--- config.mk ---
export PLATFORM = sky130hd
export DESIGN_NAME = xbar_top
export DESIGN_NICKNAME = d
export VERILOG_FILES = /design/src/logic/xbar_pkg.sv /design/src/logic/xbar_demux.sv /design/src/logic/xbar_err_slv.sv /design/src/logic/xbar_mux.sv /design/src/logic/xbar_top.sv
export SDC_FILE = /design/constraint.sdc
export NUM_CORES = 1
export LEC_CHECK = 0
export ABC_CLOCK_PERIOD_IN_PS = 4200
export BUFFER_PORTS_ARGS = -buffer_cell sky130_fd_sc_hd__buf_2
export CAP_MARGIN = 25
export CELL_PAD_IN_SITES_DETAIL_PLACEMENT = 0
export CELL_PAD_IN_SITES_GLOBAL_PLACEMENT = 1
export CORE_ASPECT_RATIO = 0.5
export CORE_MARGIN = 2
export CORE_UTILIZATION = 33
export DETAILED_ROUTE_END_ITERATION = 6
export PLACE_DENSITY_LB_ADDON = 0.1
export SYNTH_ARGS = -nofsm -noshare
export SYNTH_HDL_FRONTEND = slang
export SYNTH_HIERARCHICAL = 1
export SYNTH_SLANG_ARGS = --single-unit
--- constraint.sdc ---
create_clock -name clk_i -period 4.2 [get_ports clk_i]
set_clock_uncertainty 0.2 [all_clocks]
set_input_delay 0.84 -clock clk_i [delete_from_list [all_inputs] [get_ports clk_i]]
set_output_delay 0.84 -clock clk_i [all_outputs]
set_load 0.01 [all_outputs]
--- src/logic/xbar_pkg.sv ---
//////////////////////////////////////////////////////////////////////
// AXI4-Lite crossbar package
// Widths, port counts, fixed address map, response codes and the
// channel and link structs shared by every crossbar stage
//////////////////////////////////////////////////////////////////////
package xbar_pkg;

  localparam int unsigned ADDR_W = 32;
  localparam int unsigned DATA_W = 32;
  localparam int unsigned STRB_W = DATA_W / 8;

  localparam int unsigned N_INIT = 2;  // Initiator ports
  localparam int unsigned N_TGT  = 2;  // Target ports
  localparam int unsigned SEL_W  = 2;  // Route select, N_TGT is the error route

  // Address map, a hit is (addr & MASK) == BASE
  localparam logic [ADDR_W-1:0] TGT0_BASE = 32'h0000_0000;
  localparam logic [ADDR_W-1:0] TGT0_MASK = 32'hffff_f000;
  localparam logic [ADDR_W-1:0] TGT1_BASE = 32'h0000_1000;
  localparam logic [ADDR_W-1:0] TGT1_MASK = 32'hffff_f000;

  typedef enum logic [1:0] {
    RESP_OKAY   = 2'b00,
    RESP_SLVERR = 2'b10,
    RESP_DECERR = 2'b11
  } resp_e;

  typedef struct packed {
    logic [ADDR_W-1:0] addr;
    logic [2:0]        prot;
  } ax_chan_t;  // Shared by AW and AR

  typedef struct packed {
    logic [DATA_W-1:0] data;
    logic [STRB_W-1:0] strb;
  } w_chan_t;

  typedef struct packed {
    resp_e resp;
  } b_chan_t;

  typedef struct packed {
    logic [DATA_W-1:0] data;
    resp_e             resp;
  } r_chan_t;

  // Upstream side of a link
  typedef struct packed {
    logic     aw_valid;
    ax_chan_t aw;
    logic     w_valid;
    w_chan_t  w;
    logic     b_ready;
    logic     ar_valid;
    ax_chan_t ar;
    logic     r_ready;
  } lite_req_t;

  // Downstream side of a link
  typedef struct packed {
    logic    aw_ready;
    logic    w_ready;
    logic    b_valid;
    b_chan_t b;
    logic    ar_ready;
    logic    r_valid;
    r_chan_t r;
  } lite_resp_t;

endpackage

--- src/logic/xbar_demux.sv ---
//////////////////////////////////////////////////////////////////////
// AXI4-Lite crossbar demultiplexer
// Decodes AW and AR addresses against the fixed map and steers each
// request to one target route or to the decode-error route. One
// write and one read may be outstanding, each with a latched route.
//////////////////////////////////////////////////////////////////////
module xbar_demux import xbar_pkg::*; (
  input  logic                   clk_i,
  input  logic                   rst_n_i,
  input  lite_req_t              init_req_i,
  output lite_resp_t             init_resp_o,
  output lite_req_t  [N_TGT:0]   route_reqs_o,
  input  lite_resp_t [N_TGT:0]   route_resps_i
);

  logic [SEL_W-1:0] aw_dec, ar_dec;      // Decoded routes of the live requests
  logic [SEL_W-1:0] aw_sel_q, ar_sel_q;  // Routes of the outstanding transactions
  logic             wr_busy_q;           // Write accepted, waiting for B
  logic             w_sent_q;            // W of that write forwarded
  logic             rd_busy_q;           // Read accepted, waiting for R
  logic             aw_hs, w_hs, b_hs, ar_hs, r_hs;

  // Unmapped addresses fall through to the error route
  function automatic logic [SEL_W-1:0] addr_decode(input logic [ADDR_W-1:0] addr);
    if ((addr & TGT0_MASK) == TGT0_BASE) begin
      return SEL_W'(0);
    end
    if ((addr & TGT1_MASK) == TGT1_BASE) begin
      return SEL_W'(1);
    end
    return SEL_W'(N_TGT);
  endfunction

  assign aw_dec = addr_decode(init_req_i.aw.addr);
  assign ar_dec = addr_decode(init_req_i.ar.addr);

  always_comb begin
    init_resp_o = '0;
    for (int k = 0; k <= N_TGT; k++) begin
      route_reqs_o[k]    = '0;
      route_reqs_o[k].aw = init_req_i.aw;  // Payloads fan out, valids are steered
      route_reqs_o[k].w  = init_req_i.w;
      route_reqs_o[k].ar = init_req_i.ar;
    end

    // Write path
    if (!wr_busy_q) begin
      route_reqs_o[aw_dec].aw_valid = init_req_i.aw_valid;
      init_resp_o.aw_ready          = route_resps_i[aw_dec].aw_ready;
    end else if (!w_sent_q) begin
      route_reqs_o[aw_sel_q].w_valid = init_req_i.w_valid;
      init_resp_o.w_ready            = route_resps_i[aw_sel_q].w_ready;
    end else begin
      route_reqs_o[aw_sel_q].b_ready = init_req_i.b_ready;
      init_resp_o.b_valid            = route_resps_i[aw_sel_q].b_valid;
      init_resp_o.b                  = route_resps_i[aw_sel_q].b;
    end

    // Read path
    if (!rd_busy_q) begin
      route_reqs_o[ar_dec].ar_valid = init_req_i.ar_valid;
      init_resp_o.ar_ready          = route_resps_i[ar_dec].ar_ready;
    end else begin
      route_reqs_o[ar_sel_q].r_ready = init_req_i.r_ready;
      init_resp_o.r_valid            = route_resps_i[ar_sel_q].r_valid;
      init_resp_o.r                  = route_resps_i[ar_sel_q].r;
    end
  end

  assign aw_hs = init_req_i.aw_valid & init_resp_o.aw_ready;
  assign w_hs  = init_req_i.w_valid  & init_resp_o.w_ready;
  assign b_hs  = init_resp_o.b_valid & init_req_i.b_ready;
  assign ar_hs = init_req_i.ar_valid & init_resp_o.ar_ready;
  assign r_hs  = init_resp_o.r_valid & init_req_i.r_ready;

  always_ff @(posedge clk_i or negedge rst_n_i) begin
    if (!rst_n_i) begin
      wr_busy_q <= 1'b0;
      w_sent_q  <= 1'b0;
      rd_busy_q <= 1'b0;
      aw_sel_q  <= '0;
      ar_sel_q  <= '0;
    end else begin
      if (aw_hs) begin
        wr_busy_q <= 1'b1;
        aw_sel_q  <= aw_dec;  // Route stays fixed until B
      end
      if (w_hs) w_sent_q <= 1'b1;
      if (b_hs) begin
        wr_busy_q <= 1'b0;
        w_sent_q  <= 1'b0;
      end
      if (ar_hs) begin
        rd_busy_q <= 1'b1;
        ar_sel_q  <= ar_dec;
      end else if (r_hs) begin
        rd_busy_q <= 1'b0;
      end
    end
  end

endmodule

--- src/logic/xbar_err_slv.sv ---
//////////////////////////////////////////////////////////////////////
// Decode-error responder
// Terminates unmapped AXI4-Lite writes with B DECERR and reads with
// R DECERR and zero data
//////////////////////////////////////////////////////////////////////
module xbar_err_slv import xbar_pkg::*; (
  input  logic       clk_i,
  input  logic       rst_n_i,
  input  lite_req_t  req_i,
  output lite_resp_t resp_o
);

  logic aw_q, w_q, b_q;  // AW taken, W taken, B pending
  logic r_q;             // R pending
  logic aw_done, w_done;

  always_comb begin
    resp_o          = '0;
    resp_o.aw_ready = !aw_q;  // Each half taken once per write
    resp_o.w_ready  = !w_q;
    resp_o.b_valid  = b_q;
    resp_o.b.resp   = RESP_DECERR;
    resp_o.ar_ready = !r_q;
    resp_o.r_valid  = r_q;
    resp_o.r.data   = '0;
    resp_o.r.resp   = RESP_DECERR;
  end

  // AW and W may arrive in either order
  assign aw_done = aw_q | (req_i.aw_valid & !aw_q);
  assign w_done  = w_q  | (req_i.w_valid  & !w_q);

  always_ff @(posedge clk_i or negedge rst_n_i) begin
    if (!rst_n_i) begin
      aw_q <= 1'b0;
      w_q  <= 1'b0;
      b_q  <= 1'b0;
      r_q  <= 1'b0;
    end else begin
      if (b_q && req_i.b_ready) begin
        aw_q <= 1'b0;
        w_q  <= 1'b0;
        b_q  <= 1'b0;
      end else begin
        aw_q <= aw_done;
        w_q  <= w_done;
        b_q  <= aw_done & w_done;  // Response one cycle after both halves
      end
      if (r_q) r_q <= !req_i.r_ready;
      else     r_q <= req_i.ar_valid;
    end
  end

endmodule

--- src/logic/xbar_mux.sv ---
//////////////////////////////////////////////////////////////////////
// AXI4-Lite crossbar multiplexer
// Round-robin arbitration of AW and AR between initiators for one
// target. The winner owns W and B, or R, until its response is taken.
//////////////////////////////////////////////////////////////////////
module xbar_mux import xbar_pkg::*; (
  input  logic                      clk_i,
  input  logic                      rst_n_i,
  input  lite_req_t  [N_INIT-1:0]   init_reqs_i,
  output lite_resp_t [N_INIT-1:0]   init_resps_o,
  output lite_req_t                 tgt_req_o,
  input  lite_resp_t                tgt_resp_i
);

  typedef logic [$clog2(N_INIT)-1:0] idx_t;

  logic [N_INIT-1:0] aw_req, ar_req;
  idx_t              aw_gnt, ar_gnt;
  idx_t              aw_last_q, ar_last_q;    // Last winners
  idx_t              wr_owner_q, rd_owner_q;  // Held or locked requesters
  logic              aw_hold_q, ar_hold_q;    // Offer made, not yet accepted
  logic              wr_busy_q, rd_busy_q;    // Locked until B or R
  logic              w_done_q;
  logic              aw_hs, w_hs, b_hs, ar_hs, r_hs;

  // First requester after the last winner
  function automatic idx_t rr_pick(input logic [N_INIT-1:0] req, input idx_t last);
    idx_t cand;
    logic found;
    rr_pick = last;
    found   = 1'b0;
    for (int k = 1; k <= N_INIT; k++) begin
      cand = idx_t'((int'(last) + k) % N_INIT);
      if (!found && req[cand]) begin
        rr_pick = cand;
        found   = 1'b1;
      end
    end
  endfunction

  always_comb begin
    for (int i = 0; i < N_INIT; i++) begin
      aw_req[i] = init_reqs_i[i].aw_valid;
      ar_req[i] = init_reqs_i[i].ar_valid;
    end
  end

  // A pending offer keeps its winner so the target sees a stable request
  assign aw_gnt = aw_hold_q ? wr_owner_q : rr_pick(aw_req, aw_last_q);
  assign ar_gnt = ar_hold_q ? rd_owner_q : rr_pick(ar_req, ar_last_q);

  always_comb begin
    tgt_req_o          = '0;
    tgt_req_o.aw_valid = !wr_busy_q && (|aw_req);
    tgt_req_o.aw       = init_reqs_i[aw_gnt].aw;
    tgt_req_o.w_valid  = wr_busy_q && !w_done_q && init_reqs_i[wr_owner_q].w_valid;
    tgt_req_o.w        = init_reqs_i[wr_owner_q].w;
    tgt_req_o.b_ready  = wr_busy_q && w_done_q && init_reqs_i[wr_owner_q].b_ready;
    tgt_req_o.ar_valid = !rd_busy_q && (|ar_req);
    tgt_req_o.ar       = init_reqs_i[ar_gnt].ar;
    tgt_req_o.r_ready  = rd_busy_q && init_reqs_i[rd_owner_q].r_ready;

    for (int i = 0; i < N_INIT; i++) begin
      init_resps_o[i]          = '0;
      init_resps_o[i].aw_ready = !wr_busy_q && (aw_gnt == idx_t'(i)) && tgt_resp_i.aw_ready;
      init_resps_o[i].w_ready  = wr_busy_q && !w_done_q && (wr_owner_q == idx_t'(i))
                                 && tgt_resp_i.w_ready;
      init_resps_o[i].b_valid  = wr_busy_q && w_done_q && (wr_owner_q == idx_t'(i))
                                 && tgt_resp_i.b_valid;
      init_resps_o[i].b        = tgt_resp_i.b;
      init_resps_o[i].ar_ready = !rd_busy_q && (ar_gnt == idx_t'(i)) && tgt_resp_i.ar_ready;
      init_resps_o[i].r_valid  = rd_busy_q && (rd_owner_q == idx_t'(i)) && tgt_resp_i.r_valid;
      init_resps_o[i].r        = tgt_resp_i.r;
    end
  end

  assign aw_hs = tgt_req_o.aw_valid & tgt_resp_i.aw_ready;
  assign w_hs  = tgt_req_o.w_valid  & tgt_resp_i.w_ready;
  assign b_hs  = tgt_resp_i.b_valid & tgt_req_o.b_ready;
  assign ar_hs = tgt_req_o.ar_valid & tgt_resp_i.ar_ready;
  assign r_hs  = tgt_resp_i.r_valid & tgt_req_o.r_ready;

  always_ff @(posedge clk_i or negedge rst_n_i) begin
    if (!rst_n_i) begin
      aw_last_q  <= '0;
      ar_last_q  <= '0;
      wr_owner_q <= '0;
      rd_owner_q <= '0;
      aw_hold_q  <= 1'b0;
      ar_hold_q  <= 1'b0;
      wr_busy_q  <= 1'b0;
      rd_busy_q  <= 1'b0;
      w_done_q   <= 1'b0;
    end else begin
      if (tgt_req_o.aw_valid) begin
        wr_owner_q <= aw_gnt;
        aw_hold_q  <= !aw_hs;
      end
      if (aw_hs) begin
        wr_busy_q <= 1'b1;
        aw_last_q <= aw_gnt;
      end
      if (w_hs) w_done_q <= 1'b1;
      if (b_hs) begin
        wr_busy_q <= 1'b0;
        w_done_q  <= 1'b0;
      end
      if (tgt_req_o.ar_valid) begin
        rd_owner_q <= ar_gnt;
        ar_hold_q  <= !ar_hs;
      end
      if (ar_hs) begin
        rd_busy_q <= 1'b1;
        ar_last_q <= ar_gnt;
      end else if (r_hs) begin
        rd_busy_q <= 1'b0;
      end
    end
  end

endmodule

--- src/logic/xbar_top.sv ---
//////////////////////////////////////////////////////////////////////
// AXI4-Lite crossbar, 2 initiators by 2 targets
// One demultiplexer and decode-error responder per initiator, one
// multiplexer per target, fully connected in between
//////////////////////////////////////////////////////////////////////
module xbar_top import xbar_pkg::*; (
  input  logic                      clk_i,
  input  logic                      rst_n_i,
  input  lite_req_t  [N_INIT-1:0]   init_reqs_i,
  output lite_resp_t [N_INIT-1:0]   init_resps_o,
  output lite_req_t  [N_TGT-1:0]    tgt_reqs_o,
  input  lite_resp_t [N_TGT-1:0]    tgt_resps_i
);

  // Demux side, the extra route is the error responder
  lite_req_t  [N_INIT-1:0][N_TGT:0]    route_reqs;
  lite_resp_t [N_INIT-1:0][N_TGT:0]    route_resps;

  // Mux side, indexed target first
  lite_req_t  [N_TGT-1:0][N_INIT-1:0]  mux_reqs;
  lite_resp_t [N_TGT-1:0][N_INIT-1:0]  mux_resps;

  for (genvar i = 0; i < N_INIT; i++) begin : gen_init
    xbar_demux demux_i (
      .clk_i         (clk_i),
      .rst_n_i       (rst_n_i),
      .init_req_i    (init_reqs_i[i]),
      .init_resp_o   (init_resps_o[i]),
      .route_reqs_o  (route_reqs[i]),
      .route_resps_i (route_resps[i])
    );

    xbar_err_slv err_slv_i (
      .clk_i   (clk_i),
      .rst_n_i (rst_n_i),
      .req_i   (route_reqs[i][N_TGT]),
      .resp_o  (route_resps[i][N_TGT])
    );

    for (genvar j = 0; j < N_TGT; j++) begin : gen_cross
      assign mux_reqs[j][i]    = route_reqs[i][j];  // Route j of initiator i
      assign route_resps[i][j] = mux_resps[j][i];
    end
  end

  for (genvar j = 0; j < N_TGT; j++) begin : gen_tgt
    xbar_mux mux_i (
      .clk_i        (clk_i),
      .rst_n_i      (rst_n_i),
      .init_reqs_i  (mux_reqs[j]),
      .init_resps_o (mux_resps[j]),
      .tgt_req_o    (tgt_reqs_o[j]),
      .tgt_resp_i   (tgt_resps_i[j])
    );
  end

endmodule

==> results of run 1 <==
==> power by group through the flow <==
stage	Clock (mW)	Combinational, mW	Sequential [mW]
floorplan	0	0.843	0.447
global placement	0	0.897	0.458
detailed placement	0	0.894	0.457
CTS	0.432	0.928	0.449
global route	0.449	1.04	0.456
finish	0.416	0.959	0.448
==> per-stage QoR <==
stage / hold slack [ns] / power (mW) / utilization [%]
4_1_cts: 0.328 / 1.81 / 35.4
5_1_grt: 0.361 / 1.95 / 36.9
3_5_place_dp: 0.307 / 1.35 / 33.3
6_report: 0.318 / 1.82 / 36.9
3_3_place_gp: 0.321 / 1.36 / 33.3
2_1_floorplan: 0.288 / 1.29 / -
==> path summary, 6_finish.rpt <==
path | end | slack [ns] | depth (start not counted)
worst min-delay path | gen_init[0].err_slv_i/w_q | 0.32 | 1
worst max-delay path | init_resps_o[35] | -0.18 | 14
worst min register to register | gen_init[0].err_slv_i/w_q | 0.32 | 1
worst max register to register | gen_init[0].demux_i/aw_sel_q[0] | 1.64 | 13
min in group asynchronous | gen_init[0].demux_i/w_sent_q | 0.43 | 1
max in group asynchronous | gen_init[0].demux_i/ar_sel_q[1] | 2.65 | 2
==> critical path: cells and delay by family <==
family                 cells  cell delay, ns
and+or+nand+nor            7            1.30
AOI/OAI and AO/OA          1            0.22
muxes                      2            0.41
buffers and inverters      4            0.58
==> cell type report <==
type / count / area [um2] / area share [%]
Antenna cell: 5 / 12.5 / 0.0775
Clock buffer: 6 / 139 / 0.860
Clock inverter: 2 / 15.0 / 0.0930
Inverter: 20 / 75.1 / 0.465
Multi-Input combinational cell: 1146 / 8660 / 53.6
Sequential cell: 40 / 1010 / 6.28
Tap cell: 588 / 736 / 4.56
Timing Repair Buffer: 806 / 5500 / 34.0
==> what timing repair did <==
action | CTS | global route
setup endpoints to repair | 144 | 145
pin swaps | 36 | 90
resized for setup | 90 | 106
setup buffers | 28 | 17
cloned | 7 | 10
==> placed cells by master (no fill, tap or decap), types with 22 or more instances in the layout <==
master,n
sky130_fd_sc_hd__buf_2,546
sky130_fd_sc_hd__mux2i_1,231
sky130_fd_sc_hd__buf_4,151
sky130_fd_sc_hd__a221o_1,128
sky130_fd_sc_hd__nor2_1,124
sky130_fd_sc_hd__nand2_1,96
sky130_fd_sc_hd__o21ai_0,90
sky130_fd_sc_hd__nor2b_1,81
sky130_fd_sc_hd__conb_1,72
sky130_fd_sc_hd__mux2_2,72
sky130_fd_sc_hd__and2_1,70
sky130_fd_sc_hd__buf_6,68
sky130_fd_sc_hd__dfrtp_1,34
sky130_fd_sc_hd__buf_12,23
sky130_fd_sc_hd__a21oi_1,22
==> metal layers <==
layer / GRT usage (%) / wire, um
met1: 27.3 / 23500
met2: 37.2 / 26700
met3: 2.74 / 2070
met4: 3.42 / 756
met5: 0 / 28
==> results.cfg, run 1 <==
[run_status]
status = finished with violations
failed_checks = negative setup slack

[route]
post-route-drc-count = 0
drt_first_pass_iters = 5
first_iter_violations = 709
num_vias = 12600
vias_per_cell = 4.82
totalWireLength_um = 53100
drtAntennaViolNets = 0
routedWlPerCell_um = 20.3

[clocking]
cts_max_level = 2
insertion_delay_ns = 0.31
root_buffer = sky130_fd_sc_hd__clkbuf_16
cts_sinks = 40
post_cts_hold_buffer_count = 0
cts-buffers-inserted = 5
bufs_on_longest_clock_path = 2
clock_transition_at_the_registers_of_the_reported_paths_ns = 0.06
tritoncts_clock_tree = built

[sta]
timing.setup.tns_ns = -4.16
rsz0062_at_grt = yes
number_of_hold_violations_in_the_final_report = 0
timing_worst_slew_pin_value_ns = 1.03
maxClockFrequency_ghz = 0.228
slew_viol_final = 0
setup_viol = 66
fin_crit_sh_pct = 104
fin_ws_ns = -0.183
layout_min_cycle_time_ns = 4.38
timing.max_slew.rel_slack_pct = 31.4

[die]
die_area_um2 = 46300
dieWidth_um = 302
start_util_pct = 33.6
die_y_um = 153
placement_rows = 54
io_pins = 610
coreArea_um2 = 43700

[place]
place.detailed.hpwl_um = 39300
port-buffer-count = 609
post_placement_cell_area_um2 = 14500
gp_congestion = 0.820
preCtsSetupSlack_ns = -0.600
post-place-cells = 2548

[layout]
num-fill-cells = 4710
largest_registers = gen_init.demux_i/ar_sel_q: 4 flops, gen_init.demux_i/aw_sel_q: 4 flops
finalInstanceArea_um2 = 16200
nets = 2325
share_of_final_layout_standard_cells_stronger_than_drive_strength_1_pct = 48.2
area_delta_synth_final_pct = 10.1
post_layout_nonfiller_instances = 2613

[worst_setup_path]
crit_required_ns = 3.16
worstPathArrival_ns = 3.34
critical_path.startpoint = init_reqs_i[130]
timing.critical_path.to_type = output pin
critical_path_cell_sequence = buf_8 > nor4_4 > buf_4 > nand4_1 > nor4_4 > nor3b_4 > nor2b_4 > nor3_4 > o21ba_2 > mux2_4 > mux2i_1 > buf_4 > nor2_2 > buf_2
highest_fanout_seen_on_the_critical_path = 3
timing.setup.critical_path_class = in -> out
timing.critical_path.from_type = input port
slowest_stage = sky130_fd_sc_hd__nor4_4
critical_path.max_stage_delay_ns = 0.36
worst_r2r_startpoint = gen_init[0].demux_i/wr_busy_q

[power_and_ir_drop]
p_clk_share_pct = 22.8
power.net_switching_mw = 0.709
max-vdd-ir-drop_v = 0.000148
p_int_mw = 1.11
areal_power_density_over_the_cells_nw_per_um2 = 113
pwr-share-comb_pct = 52.6
netSwitchingFraction_pct = 38.9
power.static_leakage_nw = 7.14
seq_power_share_pct = 24.6

[synthesis]
yosys_warnings = 6
mappedNetlistArea_um2 = 14700
postSynthAreaPerCell_um2 = 7.75
gate_count_of_the_mapped_netlist = 1893

[min_path]
hp-start = gen_init[0].err_slv_i/b_q
hold_path_class = reg -> reg

[grt]
grt_start_max_net_pins = 67
grt_pass1_vias = 11800
total_overflow_reported_by_the_global_router = 0
grtUsageTotal_pct = 21.0
antenna_violations_before_repair = 9
grt_pass1_wl_um = 75400

[run]
timing.max_cap.violations = 0
No activity file was read; power rests on OpenSTA's default activity.
==> run 2, diff against run 1 <==
--- a/config.mk
+++ b/config.mk
@@ -7,2 +7,3 @@
 export LEC_CHECK = 0
+export ABC_AREA = 1
 export ABC_CLOCK_PERIOD_IN_PS = 4200
@@ -14,3 +15,3 @@
 export CORE_MARGIN = 2
-export CORE_UTILIZATION = 33
+export CORE_UTILIZATION = 29
 export DETAILED_ROUTE_END_ITERATION = 6
--- a/constraint.sdc
+++ b/constraint.sdc
@@ -4,2 +4,2 @@
 set_output_delay 0.84 -clock clk_i [all_outputs]
-set_load 0.01 [all_outputs]
+set_load 0.1 [all_outputs]
==> results.cfg, run 2 <==
[power_and_ir_drop]
power.net_switching_mw = 1.57
areal_power_density_over_the_cells_nw_per_um2 = 199
seq_power_share_pct = 16.1
p_clk_share_pct = 15.7
netSwitchingFraction_pct = 55.7
power.static_leakage_nw = 8.71
max-vdd-ir-drop_v = 0.000120
p_int_mw = 1.25
pwr-share-comb_pct = 68.2

[die]
dieWidth_um = 301
start_util_pct = 29.3
die_y_um = 152
die_area_um2 = 45800
coreArea_um2 = 43500
placement_rows = 54
io_pins = 610

[worst_setup_path]
timing.critical_path.to_type = output pin
largest_delay_contributor_family_on_the_critical_path = simple AND/OR/NAND/NOR gates
highest_fanout_seen_on_the_critical_path = 7
crit_buf_inv = 3
timing.setup.critical_path_class = in -> out
slowest_stage = sky130_fd_sc_hd__a31oi_2
crit_required_ns = 3.16
critical_path_cell_sequence = buf_2 > nor2_1 > nand2_1 > nor2_2 > nand3_1 > nor2_1 > inv_1 > nand2_1 > nand2_1 > nand2_1 > nand2_4 > nor2_1 > nand4_1 > a31oi_2 > buf_12
worstPathArrival_ns = 2.81
worst_path_most_repeated_cell = sky130_fd_sc_hd__nand2_1
timing.critical_path.from_type = input port
critical_path.max_stage_delay_ns = 0.32

[route]
vias_per_cell = 4.12
routedWlPerCell_um = 15.8
post-route-drc-count = 0
drtAntennaViolNets = 0
totalWireLength_um = 46200
num_vias = 12000
drt_first_pass_iters = 5
first_iter_violations = 683

[sta]
timing_worst_slew_pin_value_ns = 0.757
number_of_hold_violations_in_the_final_report = 0
layout_min_cycle_time_ns = 3.85
fin_crit_sh_pct = 91.6
slew_viol_final = 0
maxClockFrequency_ghz = 0.260
setup_viol = 0
timing.setup.tns_ns = 0
timing.max_slew.rel_slack_pct = 49.5
rsz0062_at_grt = no
fin_ws_ns = 0.354

[layout]
finalInstanceArea_um2 = 14100
regArea_um2 = 1000
final_cell_mix = sky130_fd_sc_hd__nand2_1, sky130_fd_sc_hd__buf_2, sky130_fd_sc_hd__nand3_1
multi_input_area_um2 = 6010
share_of_final_layout_standard_cells_stronger_than_drive_strength_1_pct = 30.2
layout_commonest_cell = sky130_fd_sc_hd__nand2_1
num-fill-cells = 5082
nets = 2627
area_delta_synth_final_pct = 10.9
largest_registers = gen_init.demux_i/ar_sel_q: 4 flops, gen_init.demux_i/aw_sel_q: 4 flops
fin_util_pct = 32.5

[synthesis]
gate_count_of_the_mapped_netlist = 2329
mappedNetlistArea_um2 = 12800
yosys_warnings = 6
postSynthAreaPerCell_um2 = 5.48

[clocking]
cts_resized = 0
post-cts-setup-buffer-count = 0
insertion_delay_ns = 0.29
cts-buffers-inserted = 5
clock_transition_at_the_registers_of_the_reported_paths_ns = 0.06
cts_sinks = 40
post_cts_hold_buffer_count = 0
cts_max_level = 2
root_buffer = sky130_fd_sc_hd__clkbuf_16
tritoncts_clock_tree = built
bufs_on_longest_clock_path = 2

[place]
port-buffer-count = 609
preCtsSetupSlack_ns = 0.336
place.detailed.hpwl_um = 37500
gp_congestion = 0.889
post_placement_cell_area_um2 = 14000

[min_path]
hold_path_class = in -> async

[grt]
total_overflow_reported_by_the_global_router = 0
grt_start_max_net_pins = 43
grt_pass1_vias = 11700
grtUsageTotal_pct = 19.5
grt_pass1_wl_um = 70400
antenna_violations_before_repair = 5

[run]
timing.max_cap.violations = 0

[run_status]
status = completed
-- run 2: cell types whose count changed in the layout (fill, tap and decap cells not counted), sizes merged, moves of 74 or more --
cell,before,now
nor2b,89,0
nand3,8,177
mux2,74,0
buf,799,641
mux2i,232,0
a221o,140,0
o21ai,94,10
inv,20,171
nand2,96,1044
-- run 2: path summary, 6_finish.rpt --
kind	startpoint	to	slack (ns)	cells after the start
max in group asynchronous	rst_n_i	gen_init[0].demux_i/ar_sel_q[1]	3.21	2
worst min register to register	gen_init[0].err_slv_i/b_q	gen_init[0].err_slv_i/w_q	0.29	1
worst min-delay path	rst_n_i	gen_init[0].demux_i/w_sent_q	0.15	1
min in group clk_i	gen_init[0].err_slv_i/b_q	gen_init[0].err_slv_i/w_q	0.29	1
worst max-delay path	init_reqs_i[206]	init_resps_o[81]	0.35	15
worst max register to register	gen_init[1].demux_i/wr_busy_q	gen_init[1].demux_i/aw_sel_q[0]	2.13	14
-- run 2: power by group through the flow --
stage | clock [mW] | combinational, mW | sequential (mW)
floorplan | 0 | 1.67 | 0.451
global placement | 0 | 1.93 | 0.458
detailed placement | 0 | 1.92 | 0.459
CTS | 0.458 | 1.93 | 0.452
global route | 0.476 | 2.02 | 0.456
finish | 0.442 | 1.92 | 0.452
-- run 2: cell type report --
cell class                      instances  share of cell area (%)
Timing Repair Buffer                  641                    39.4
Sequential cell                        40                    7.08
Multi-Input combinational cell       1458                    42.5
Inverter                              175                    4.64
Antenna cell                            3                  0.0531
Tap cell                              588                    5.20
Clock inverter                          2                   0.248
Clock buffer                            6                   0.911
-- run 2: worst register-to-register path: cells and delay by family, from the launching register on --
| kind | cells | cell delay (ns) |
|---|---|---|
| DFF | 1 | 0.45 |
| buffers and inverters | 2 | 0.17 |
| and+or+nand+nor | 12 | 1.14 |
-- run 2: through the flow --
| stage | instances | hold WS, ns | total power [mW] |
|---|---|---|---|
| 2_1_floorplan | 2397 | 0.247 | 2.12 |
| 3_3_place_gp | 2901 | 0.264 | 2.39 |
| 3_5_place_dp | 2901 | 0.269 | 2.38 |
| 4_1_cts | 2909 | 0.278 | 2.84 |
| 5_1_grt | 2912 | 0.141 | 2.95 |
| 6_report | 2913 | 0.154 | 2.81 |
-- run 2: layer usage --
metal / vias to the layer above / wire length (um) / global-route usage [%]
li1: 6286 / - / -
met4: 2 / 609 / 2.91
met5: - / 13 / 0
met2: 314 / 23400 / 35.5
met1: 5361 / 19600 / 24.4
met3: 32 / 2450 / 3.34
==> run 3, diff against run 2 <==
MAX_ROUTING_LAYER = met4   (was unset)
==> results.cfg, run 3 (synthesis gave the netlist of run 2 again) <==
[route]
post-route-drc-count = 0
num_vias = 12000
totalWireLength_um = 46200
drt_first_pass_iters = 7
first_iter_violations = 641
drtAntennaViolNets = 0
vias_per_cell = 4.10
routedWlPerCell_um = 15.8

[die]
dieWidth_um = 301
placement_rows = 54
start_util_pct = 29.3
coreArea_um2 = 43500
die_area_um2 = 45800
io_pins = 610
die_y_um = 152

[grt]
grt_start_max_net_pins = 43
total_overflow_reported_by_the_global_router = 0
antenna_violations_before_repair = 6
grt_pass1_wl_um = 69200
grt_pass1_vias = 11500
grtUsageTotal_pct = 19.9

[layout]
final_cell_mix = sky130_fd_sc_hd__nand2_1, sky130_fd_sc_hd__buf_2, sky130_fd_sc_hd__nand3_1
area_delta_synth_final_pct = 10.6
fin_util_pct = 32.4
nets = 2625
post_layout_nonfiller_instances = 2914
multi_input_area_um2 = 6010
regArea_um2 = 1000
layout_commonest_cell = sky130_fd_sc_hd__nand2_1
share_of_final_layout_standard_cells_stronger_than_drive_strength_1_pct = 30.2
largest_registers = gen_init.demux_i/ar_sel_q: 4 flops, gen_init.demux_i/aw_sel_q: 4 flops
finalInstanceArea_um2 = 14100
num-fill-cells = 5094

[clocking]
clock_transition_at_the_registers_of_the_reported_paths_ns = 0.06
cts_resized = 0
insertion_delay_ns = 0.30
cts-buffers-inserted = 5
cts_max_level = 2
cts_sinks = 40
tritoncts_clock_tree = built
post_cts_hold_buffer_count = 0
bufs_on_longest_clock_path = 2
post-cts-setup-buffer-count = 0
root_buffer = sky130_fd_sc_hd__clkbuf_16

[sta]
maxClockFrequency_ghz = 0.259
setup_viol = 0
timing.setup.tns_ns = 0
rsz0062_at_grt = no
layout_min_cycle_time_ns = 3.86
fin_ws_ns = 0.342
timing.max_slew.rel_slack_pct = 48.0
slew_viol_final = 0
number_of_hold_violations_in_the_final_report = 0
timing_worst_slew_pin_value_ns = 0.779
fin_crit_sh_pct = 91.9

[place]
preCtsSetupSlack_ns = 0.309
port-buffer-count = 609
post_placement_cell_area_um2 = 13900
place.detailed.hpwl_um = 37300
gp_congestion = 0.880
post-place-cells = 2899

[worst_setup_path]
timing.setup.critical_path_class = in -> out
critical_path.startpoint = init_reqs_i[206]
timing.critical_path.to_type = output pin
worstPathArrival_ns = 2.82
worst_r2r_startpoint = gen_init[1].demux_i/wr_busy_q
highest_fanout_seen_on_the_critical_path = 15
timing.critical_path.from_type = input port
crit_required_ns = 3.16

[power_and_ir_drop]
seq_power_share_pct = 16.0
p_clk_share_pct = 16.0
netSwitchingFraction_pct = 55.8
pwr-share-comb_pct = 68.0
max-vdd-ir-drop_v = 0.000122
power.static_leakage_nw = 8.69
p_int_mw = 1.25
power.net_switching_mw = 1.57
areal_power_density_over_the_cells_nw_per_um2 = 200

[run_status]
status = completed

[run]
timing.max_cap.violations = 0

[min_path]
hold_path_class = in -> async
## run 3: cell types whose count changed in the layout (fill, tap and decap cells not counted), sizes merged
cell      before  now
buf          641  639
clkbuf         6    5
diode          3    6
clkinvlp       0    1
## run 3: cell type report
| class | instances | area share, % |
|---|---|---|
| multi-input combinational | 1458 | 42.6 |
| timing repair buffer | 639 | 39.2 |
| sequential | 40 | 7.09 |
| tap | 588 | 5.21 |
| inverter | 175 | 4.65 |
| clock buffer | 5 | 0.886 |
| clock inverter | 3 | 0.301 |
| antenna | 6 | 0.106 |
## run 3: per-layer routing
metal  track usage (%)  wire length, um  vias up
met1              24.5            19800     5334
met3              2.95             2290       41
met2              34.6            23300      309
li1                  -                -     6274
met4              4.07              768        0
met5                 -                0        -
## run 3: metrics by stage
stage / total power [mW] / hold slack (ns)
finish: 2.82 / 0.160
CTS: 2.84 / 0.277
floorplan: 2.12 / 0.247
global placement: 2.39 / 0.266
detailed placement: 2.38 / 0.267
global route: 2.95 / 0.155
## run 3: final timing paths
kind,end,slack (ns),depth (start not counted)
max,init_resps_o[81],0.34,15
min,gen_init[0].demux_i/wr_busy_q,0.16,1
max reg2reg,gen_init[1].demux_i/aw_sel_q[1],2.04,14
min reg2reg,gen_init[1].err_slv_i/w_q,0.28,1
max in group asynchronous,gen_init[0].demux_i/ar_sel_q[0],3.19,2
min in group clk_i,gen_init[1].err_slv_i/w_q,0.28,1
## run 3: worst max-delay path, cell delays in order
cell,delay (ns)
sky130_fd_sc_hd__buf_2,0.11
sky130_fd_sc_hd__nor2_1,0.12
sky130_fd_sc_hd__nand2_1,0.09
sky130_fd_sc_hd__nor2_2,0.20
sky130_fd_sc_hd__nand3_2,0.13
sky130_fd_sc_hd__nor2_1,0.15
sky130_fd_sc_hd__inv_1,0.05
sky130_fd_sc_hd__nand2_1,0.07
sky130_fd_sc_hd__nand2_1,0.05
sky130_fd_sc_hd__nand2_1,0.09
sky130_fd_sc_hd__nand2_4,0.13
sky130_fd_sc_hd__nor2_1,0.14
sky130_fd_sc_hd__nand4_1,0.16
sky130_fd_sc_hd__a31oi_2,0.27
sky130_fd_sc_hd__buf_12,0.21
## run 3: power groups by stage
| stage | registers [mW] | clock network, mW | logic, mW |
|---|---|---|---|
| global placement | 0.459 | 0 | 1.93 |
| floorplan | 0.451 | 0 | 1.67 |
| detailed placement | 0.459 | 0 | 1.92 |
| global route | 0.457 | 0.475 | 2.02 |
| finish | 0.451 | 0.450 | 1.92 |
| CTS | 0.451 | 0.463 | 1.93 |
